## config.mk

```make
export PLATFORM = sky130hd
export DESIGN_NAME = vexec_unit
export DESIGN_NICKNAME = d
export VERILOG_FILES = /design/src/common/vexec_pkg.sv /design/src/design/instr_decode.sv /design/src/design/scalar_reg_file.sv /design/src/design/vector_exec.sv /design/src/design/vexec_unit.sv /design/src/instr_buffer/instr_buffer.sv
export SDC_FILE = /design/constraint.sdc
export NUM_CORES = 2
export LEC_CHECK = 0
export BUFFER_PORTS_ARGS = -buffer_cell sky130_fd_sc_hd__buf_4
export CAP_MARGIN = 20
export CELL_PAD_IN_SITES_DETAIL_PLACEMENT = 0
export CELL_PAD_IN_SITES_GLOBAL_PLACEMENT = 1
export CORE_MARGIN = 2
export CORE_UTILIZATION = 37
export DETAILED_ROUTE_END_ITERATION = 16
export PLACE_DENSITY_LB_ADDON = 0.1
export RECOVER_POWER = 50
export SLEW_MARGIN = 20
export SYNTH_ARGS = -nofsm -noshare
export SYNTH_HDL_FRONTEND = slang
export SYNTH_HIERARCHICAL = 1
export SYNTH_SLANG_ARGS = --single-unit
```

## constraint.sdc

```tcl
create_clock -name clk -period 7.06 [get_ports clk]
set_input_delay 0 -clock clk [delete_from_list [all_inputs] [get_ports clk]]
set_output_delay 0 -clock clk [all_outputs]
set_load 0.03 [all_outputs]
```

## src/common/vexec_pkg.sv

```systemverilog
//----------------------------
// shared types for the vector issue and scalar path
// opcode is the top byte of a word, then reg1, reg2, reg3
// opcodes not listed here execute as no-ops
//----------------------------
`default_nettype none

package vexec_pkg;

   localparam int WORD_W  = 32;
   localparam int FIELD_W = 8;
   localparam int VPTR_W  = 5;

   typedef logic [WORD_W-1:0]  word_t;
   typedef logic [FIELD_W-1:0] reg_field_t;

   typedef enum logic [7:0] {
      NO_OP   = 8'd0,
      LV      = 8'd1,
      SV      = 8'd2,
      MTC1    = 8'd3,
      MFC1    = 8'd4,
      MOV_IMM = 8'd5
   } opcode_t;

   typedef enum logic {
      READ_REQ  = 1'b0,
      WRITE_REQ = 1'b1
   } access_t;

   // one decoded instruction, imm only meaningful for MOV_IMM
   typedef struct packed {
      logic       vld;
      opcode_t    op;
      reg_field_t reg1;
      reg_field_t reg2;
      reg_field_t reg3;
      word_t      imm;
   } dec_instr_t;

   typedef struct packed {
      logic              vld;
      access_t           access_type;
      word_t             access_length;
      logic [VPTR_W-1:0] vec_reg_ptr;
      word_t             addr;
   } ls_req_t;

   typedef struct packed {
      logic             en;
      logic [FIELD_W-1:0] addr;
      word_t            data;
   } sreg_wr_t;

endpackage

`default_nettype wire

```

## src/design/instr_decode.sv

```systemverilog
//----------------------------
// alternating pop of the two buffers keeps program order
// a MOV_IMM header waits here for its data word
// dec_instr holds until exec_ready accepts it
//----------------------------
`timescale 1ns/1ps
`default_nettype none

module instr_decode
   import vexec_pkg::*;
(
   input  wire        clk,
   input  wire        reset,
   input  wire        empty0,
   input  wire        empty1,
   input  word_t      head0,
   input  word_t      head1,
   output logic       pop0,
   output logic       pop1,
   input  wire        exec_ready,
   output dec_instr_t dec_instr
);

   dec_instr_t dec_q;
   logic       last_grant;
   logic       hdr_pend;
   logic       can_take;
   logic       grant0;
   logic       grant1;
   logic       do_pop;
   word_t      sel_word;
   opcode_t    sel_op;

   // room when empty or leaving at this edge
   assign can_take = !dec_q.vld || exec_ready;

   // prefer the buffer not served last
   always_comb begin
      grant0 = 1'b0;
      grant1 = 1'b0;
      if (!empty0 && (last_grant || empty1)) begin
         grant0 = 1'b1;
      end else if (!empty1) begin
         grant1 = 1'b1;
      end
   end

   assign pop0     = can_take && grant0;
   assign pop1     = can_take && grant1;
   assign do_pop   = pop0 || pop1;
   assign sel_word = pop1 ? head1 : head0;
   assign sel_op   = opcode_t'(sel_word[31:24]);

   always_ff @(posedge clk or negedge reset) begin
      if (!reset) begin
         dec_q      <= '0;
         hdr_pend   <= 1'b0;
         // so the first grant goes to buffer 0
         last_grant <= 1'b1;
      end else begin
         if (do_pop) begin
            last_grant <= pop1;
            if (hdr_pend) begin
               // data word of a pending MOV_IMM
               dec_q.imm <= sel_word;
               dec_q.vld <= 1'b1;
               hdr_pend  <= 1'b0;
            end else begin
               dec_q.op   <= sel_op;
               dec_q.reg1 <= sel_word[23:16];
               dec_q.reg2 <= sel_word[15:8];
               dec_q.reg3 <= sel_word[7:0];
               dec_q.imm  <= '0;
               dec_q.vld  <= (sel_op != MOV_IMM);
               hdr_pend   <= (sel_op == MOV_IMM);
            end
         end else if (dec_q.vld && exec_ready) begin
            dec_q.vld <= 1'b0;
         end
      end
   end

   assign dec_instr = dec_q;

   a_one_pop: assert property (@(posedge clk) disable iff (!reset) !(pop0 && pop1))
      else $error("instr_decode popped both buffers");

endmodule

`default_nettype wire

```

## src/design/scalar_reg_file.sv

```systemverilog
//----------------------------
// scalar registers, one read and one write port
// indices use the low log2(SCALAR_DEPTH) bits
// SCALAR_DEPTH up to 256, power of two
//----------------------------
`timescale 1ns/1ps
`default_nettype none

module scalar_reg_file
   import vexec_pkg::*;
#(
   parameter int SCALAR_DEPTH = 16
) (
   input  wire        clk,
   input  wire        reset,
   input  reg_field_t rd_addr,
   output word_t      rd_data,
   input  sreg_wr_t   wr
);

   localparam int IDX_W = $clog2(SCALAR_DEPTH);

   word_t regs [SCALAR_DEPTH];

   // same-cycle read, new data visible after the write edge
   assign rd_data = regs[rd_addr[IDX_W-1:0]];

   always_ff @(posedge clk or negedge reset) begin
      if (!reset) begin
         for (int i = 0; i < SCALAR_DEPTH; i++) begin
            regs[i] <= '0;
         end
      end else if (wr.en) begin
         regs[wr.addr[IDX_W-1:0]] <= wr.data;
      end
   end

endmodule

`default_nettype wire

```

## src/design/vector_exec.sv

```systemverilog
//----------------------------
// scalar execute and load/store issue
// one LV or SV outstanding, held until busy drops
// scalar reads are combinational from the register file
//----------------------------
`timescale 1ns/1ps
`default_nettype none

module vector_exec
   import vexec_pkg::*;
(
   input  wire        clk,
   input  wire        reset,
   input  dec_instr_t dec_instr,
   output logic       exec_ready,
   output reg_field_t sreg_rd_addr,
   input  word_t      sreg_rd_data,
   output sreg_wr_t   sreg_wr,
   output ls_req_t    load_store_req,
   input  wire        load_store_busy
);

   ls_req_t ls_q;
   word_t   vec_len;
   logic    accept;

   assign exec_ready = !ls_q.vld;
   assign accept     = dec_instr.vld && exec_ready;

   // read index for address and length sources
   always_comb begin
      case (dec_instr.op)
         LV, SV, MTC1: sreg_rd_addr = dec_instr.reg2;
         default:      sreg_rd_addr = '0;
      endcase
   end

   // MFC1 and MOV_IMM write back at the accept edge
   always_comb begin
      sreg_wr.en   = accept && ((dec_instr.op == MFC1) || (dec_instr.op == MOV_IMM));
      sreg_wr.addr = dec_instr.reg1;
      sreg_wr.data = (dec_instr.op == MFC1) ? vec_len : dec_instr.imm;
   end

   always_ff @(posedge clk or negedge reset) begin
      if (!reset) begin
         ls_q    <= '0;
         vec_len <= '0;
      end else if (ls_q.vld) begin
         // retire once the load/store unit is free
         if (!load_store_busy) begin
            ls_q <= '0;
         end
      end else if (accept) begin
         case (dec_instr.op)
            LV, SV: begin
               ls_q.vld           <= 1'b1;
               ls_q.access_type   <= (dec_instr.op == LV) ? READ_REQ : WRITE_REQ;
               ls_q.access_length <= vec_len;
               ls_q.vec_reg_ptr   <= dec_instr.reg1[VPTR_W-1:0];
               ls_q.addr          <= sreg_rd_data;
            end
            MTC1: begin
               vec_len <= sreg_rd_data;
            end
            default: begin
               // MFC1 and MOV_IMM only write scalars, others are no-ops
            end
         endcase
      end
   end

   assign load_store_req = ls_q;

   a_req_stable: assert property (@(posedge clk) disable iff (!reset)
      (load_store_req.vld && load_store_busy) |=> $stable(load_store_req))
      else $error("load/store request changed while busy");

endmodule

`default_nettype wire

```

## src/design/vexec_unit.sv

```systemverilog
//----------------------------
// vector issue and scalar execute top level
// opcode_vld must stay low while inst_buff_full is high
//----------------------------
`timescale 1ns/1ps
`default_nettype none

module vexec_unit
   import vexec_pkg::*;
#(
   parameter int BUF_DEPTH    = 4,
   parameter int SCALAR_DEPTH = 16
) (
   input  wire     clk,
   input  wire     reset,
   input  wire     opcode_vld,
   input  word_t   opcode0,
   input  word_t   opcode1,
   output logic    inst_buff_full,
   output ls_req_t load_store_req,
   input  wire     load_store_busy
);

   logic       full0;
   logic       full1;
   logic       empty0;
   logic       empty1;
   logic       pop0;
   logic       pop1;
   word_t      head0;
   word_t      head1;
   dec_instr_t dec_instr;
   logic       exec_ready;
   reg_field_t sreg_rd_addr;
   word_t      sreg_rd_data;
   sreg_wr_t   sreg_wr;

   assign inst_buff_full = full0 || full1;

   // both channels of a pair are written together
   instr_buffer #(.BUF_DEPTH(BUF_DEPTH)) buffer0 (
      .clk     (clk),
      .reset   (reset),
      .wr      (opcode_vld),
      .wr_data (opcode0),
      .full    (full0),
      .pop     (pop0),
      .empty   (empty0),
      .head    (head0)
   );

   instr_buffer #(.BUF_DEPTH(BUF_DEPTH)) buffer1 (
      .clk     (clk),
      .reset   (reset),
      .wr      (opcode_vld),
      .wr_data (opcode1),
      .full    (full1),
      .pop     (pop1),
      .empty   (empty1),
      .head    (head1)
   );

   instr_decode u_decode (
      .clk        (clk),
      .reset      (reset),
      .empty0     (empty0),
      .empty1     (empty1),
      .head0      (head0),
      .head1      (head1),
      .pop0       (pop0),
      .pop1       (pop1),
      .exec_ready (exec_ready),
      .dec_instr  (dec_instr)
   );

   vector_exec u_exec (
      .clk             (clk),
      .reset           (reset),
      .dec_instr       (dec_instr),
      .exec_ready      (exec_ready),
      .sreg_rd_addr    (sreg_rd_addr),
      .sreg_rd_data    (sreg_rd_data),
      .sreg_wr         (sreg_wr),
      .load_store_req  (load_store_req),
      .load_store_busy (load_store_busy)
   );

   scalar_reg_file #(.SCALAR_DEPTH(SCALAR_DEPTH)) u_sregs (
      .clk     (clk),
      .reset   (reset),
      .rd_addr (sreg_rd_addr),
      .rd_data (sreg_rd_data),
      .wr      (sreg_wr)
   );

endmodule

`default_nettype wire

```

## src/instr_buffer/instr_buffer.sv

```systemverilog
//----------------------------
// instruction FIFO for one fetch channel
// BUF_DEPTH must be a power of two, 2 or more
// writes while full are dropped and flagged
//----------------------------
`timescale 1ns/1ps
`default_nettype none

module instr_buffer
   import vexec_pkg::*;
#(
   parameter int BUF_DEPTH = 4
) (
   input  wire   clk,
   input  wire   reset,
   input  wire   wr,
   input  word_t wr_data,
   output logic  full,
   input  wire   pop,
   output logic  empty,
   output word_t head
);

   localparam int PTR_W = $clog2(BUF_DEPTH);

   word_t            mem [BUF_DEPTH];
   logic [PTR_W-1:0] wr_ptr;
   logic [PTR_W-1:0] rd_ptr;
   logic [PTR_W:0]   count;
   logic             do_wr;
   logic             do_pop;

   assign full   = (count == BUF_DEPTH[PTR_W:0]);
   assign empty  = (count == '0);
   assign head   = mem[rd_ptr];
   assign do_wr  = wr && !full;
   assign do_pop = pop && !empty;

   always_ff @(posedge clk or negedge reset) begin
      if (!reset) begin
         wr_ptr <= '0;
         rd_ptr <= '0;
         count  <= '0;
      end else begin
         if (do_wr) begin
            wr_ptr <= wr_ptr + 1'b1;
         end
         if (do_pop) begin
            rd_ptr <= rd_ptr + 1'b1;
         end
         case ({do_wr, do_pop})
            2'b10:   count <= count + 1'b1;
            2'b01:   count <= count - 1'b1;
            default: count <= count;
         endcase
      end
   end

   // storage, pointers wrap naturally
   always_ff @(posedge clk) begin
      if (do_wr) begin
         mem[wr_ptr] <= wr_data;
      end
   end

   // fetch source must hold off while full
   a_no_wr_full: assert property (@(posedge clk) disable iff (!reset) !(wr && full))
      else $error("instr_buffer write while full");

   // decode only pops a buffer it sees as non-empty
   a_no_pop_empty: assert property (@(posedge clk) disable iff (!reset) !(pop && empty))
      else $error("instr_buffer pop while empty");

endmodule

`default_nettype wire

```

==> results.py <==
metrics = {
    "status": {
        "status": "complete, but fails checks",
        "violations": "max-capacitance violations, max-slew violations",
    },
    "clocking": {
        "clk_pin_slew_ps": 60,
        "tritoncts": "done",
        "cts_buffer_depth": 3,
        "cts_buffers": 105,
        "cts_setup_buffers": 0,
        "cts-htree-levels": 3,
        "cts_root_buffer": "clkbuf_16",
        "clkLatencyLatePin_ps": 680,
        "cts.sinks": 937,
    },
    "grt": {
        "gr-total-overflow": 0,
        "grt_pass1_vias": 24330,
        "antenna_found_initial": 8,
        "grt_max_degree": 173,
        "track_usage_pct": 20.10,
        "grt_pass1_wl_um": 164500,
    },
    "synth": {
        "yosysWarnings": 6,
        "syn_nets": 2552,
        "syn_inst": 2472,
        "avgSynthCellArea_um2": 16.25,
        "syn_area_um2": 40170,
    },
    "floorplan": {
        "num_rows": 120,
        "die_y_um": 333.5,
        "initial_utilization_pct": 37.42,
        "dieArea_um2": 111200,
        "core_um2": 107400,
        "die_x_um": 333.5,
        "io_pins": 140,
    },
    "drt": {
        "routedWlPerCell_um": 26.59,
        "routed_wl_um": 110000,
        "vias": 22180,
        "drtIter0Drc": 1267,
        "ant_nets": 0,
        "first_pass_iters": 4,
        "drc": 0,
        "viasPerCell": 5.362,
    },
    "critical_path": {
        "critPathTopFamily": "buffers and inverters",
        "path_class": "input pin to asynchronous set/reset pin",
        "crit_required_ps": 6640,
        "critical_path.cell_chain": "dlygate4sd3_1 > clkbuf_1 > clkbuf_2",
        "startpoint_type": "input pin",
        "cp_slowest_stage_delay_ps": 2810,
        "crit_slowest_cell": "clkbuf_2",
        "crit_arrival_ps": 4010,
        "crit_fanout": 148,
        "crit_buf_inv": 3,
        "crit_path_end_kind": "asynchronous set/reset pin",
    },
    "cells_and_area": {
        "num-nets-final": 2722,
        "drive_gt1_share_pct": 35.01,
        "nFillCells": 9690,
        "fin_util_pct": 42.86,
        "area_growth_pct": 14.54,
    },
    "sta": {
        "worstMarginPinSlew_ps": 3999,
        "finalCritPeriodShare_pct": 62.62,
        "timing.slew.headroom_pct": -166.6,
        "final-setup-viol-count": 0,
        "finClkSkew_ps": 19.80,
        "finalSetupTns_ps": 0,
        "rsz0062_at_grt": "no",
        "finalCriticalPeriod_ps": 4421,
        "drv_slew": 461,
        "max_freq_mhz": 226.2,
        "finalHoldViolCount": 0,
    },
    "place": {
        "portBuffers": 139,
        "place.gp.congestion": 0.7087,
        "hpwl_um": 61760,
    },
    "power_and_ir_drop": {
        "ir_drop_v": 0.0002310,
        "p_leak_uw": 0.02030,
        "power_density_nw_per_um2": 321.9,
    },
    "run": {
        "drv_cap": 5,
    },
    "min_path": {
        "hold_class": "input pin to register",
    },
}
==> through the flow <==
| step | power, µW | cell area (µm²) | std cells | hold slack (ps) | setup WS, ps |
|---|---|---|---|---|---|
| 6_report | 14810 | 46010 | 4136 | 99.52 | 2639 |
| 2_1_floorplan | 8621 | 40170 | 2472 | -295.6 | 4063 |
| 5_1_grt | 15540 | 46010 | 4135 | 75.67 | 1769 |
| 4_1_cts | 15260 | 46610 | 4134 | 3.883 | 2733 |
| 3_3_place_gp | 9788 | 42530 | 3870 | 22.27 | 2851 |
| 3_5_place_dp | 9841 | 42530 | 3870 | 31.05 | 2762 |
==> registers in the layout, summed over array words and instances, names as in the netlist <==
register               count
buffer0/count              3
buffer0/mem              128
buffer0/rd_ptr             2
buffer0/wr_ptr             2
buffer1/count              3
buffer1/mem              128
buffer1/rd_ptr             2
buffer1/wr_ptr             2
u_decode/dec_instr        50
u_decode/hdr_pend          1
u_decode/last_grant        1
u_exec/load_store_req     71
u_exec/vec_len            32
u_sregs/regs             512
==> per-layer routing <==
layer,GRT usage (%),routed length [µm],vias up,part of all wire [%]
li1,-,-,9525,-
met1,27.64,49610,12100,45
met2,33.20,54030,384,49
met3,3.337,3986,162,3.6
met4,5.054,2296,10,2.1
met5,0,57,-,0.052
==> power breakdown <==
part / internal, µW / switching [µW] / leakage [µW] / total [µW]
logic: 1010 / 1920 / 0.00689 / 2930
clock network: 3100 / 2200 / 0.00167 / 5300
registers: 6190 / 389 / 0.0117 / 6580
total: 10300 / 4510 / 0.0203 / 14800
==> what timing repair did <==
item,4_1_cts,5_1_grt
hold buffers,68,0
endpoints found under the hold margin,392,0
setup endpoints to repair,0,0
resized for setup,0,0
==> cell usage in the layout (no fill, tap or decap), types with 11 or more instances in the layout <==
master,count
dlygate4sd3_1,67
mux4_2,184
clkinv_2,19
clkbuf_16,106
buf_4,46
clkbuf_1,173
o31ai_1,18
edfxtp_1,256
mux2_1,15
a22oi_1,64
mux2i_1,136
and2_1,11
o21ai_1,28
clkbuf_8,25
inv_1,83
dfrtp_1,677
o21ai_0,22
mux2_2,531
nand2_1,142
==> path summary, 6_finish.rpt <==
| check | from | to | slack, ps | cells after the start |
|---|---|---|---|---|
| worst max-delay path | reset | buffer1/rd_ptr[0]$_DFFE_PN0P_ | 2640 | 3 |
| worst min-delay path | load_store_busy | u_exec/load_store_req[70]$_DFF_PN0_ | 100 | 4 |
| worst max register to register | u_decode/dec_instr[61]$_DFFE_PN0P_ | u_exec/load_store_req[1]$_DFFE_PN0P_ | 2890 | 9 |
| worst min register to register | u_decode/dec_instr[30]$_DFFE_PN0P_ | u_decode/dec_instr[30]$_DFFE_PN0P_ | 480 | 2 |
| max in group clk | u_decode/dec_instr[61]$_DFFE_PN0P_ | u_exec/load_store_req[1]$_DFFE_PN0P_ | 2890 | 9 |
| min in group asynchronous | reset | u_sregs/regs[49]$_DFFE_PN0P_ | 1290 | 3 |
==> cell type report <==
type                            instances  area [µm²]  area share [%]
Sequential cell                       937       24730           53.75
Multi-Input combinational cell       1257       14220           30.91
Clock buffer                          164        3120           6.782
Tap cell                             1403        1755           3.815
Timing Repair Buffer                  258        1612           3.502
Inverter                               83       311.5          0.6771
Clock inverter                         32       255.2          0.5547
Antenna cell                            2       5.005         0.01088
==> worst min-delay path: stages <==
cell and delay [ps]:
dlygate4sd3_1 530, buf_4 110, nand2_1 50, nand2_1 60
Note: power is estimated with default switching activity, not from simulation.
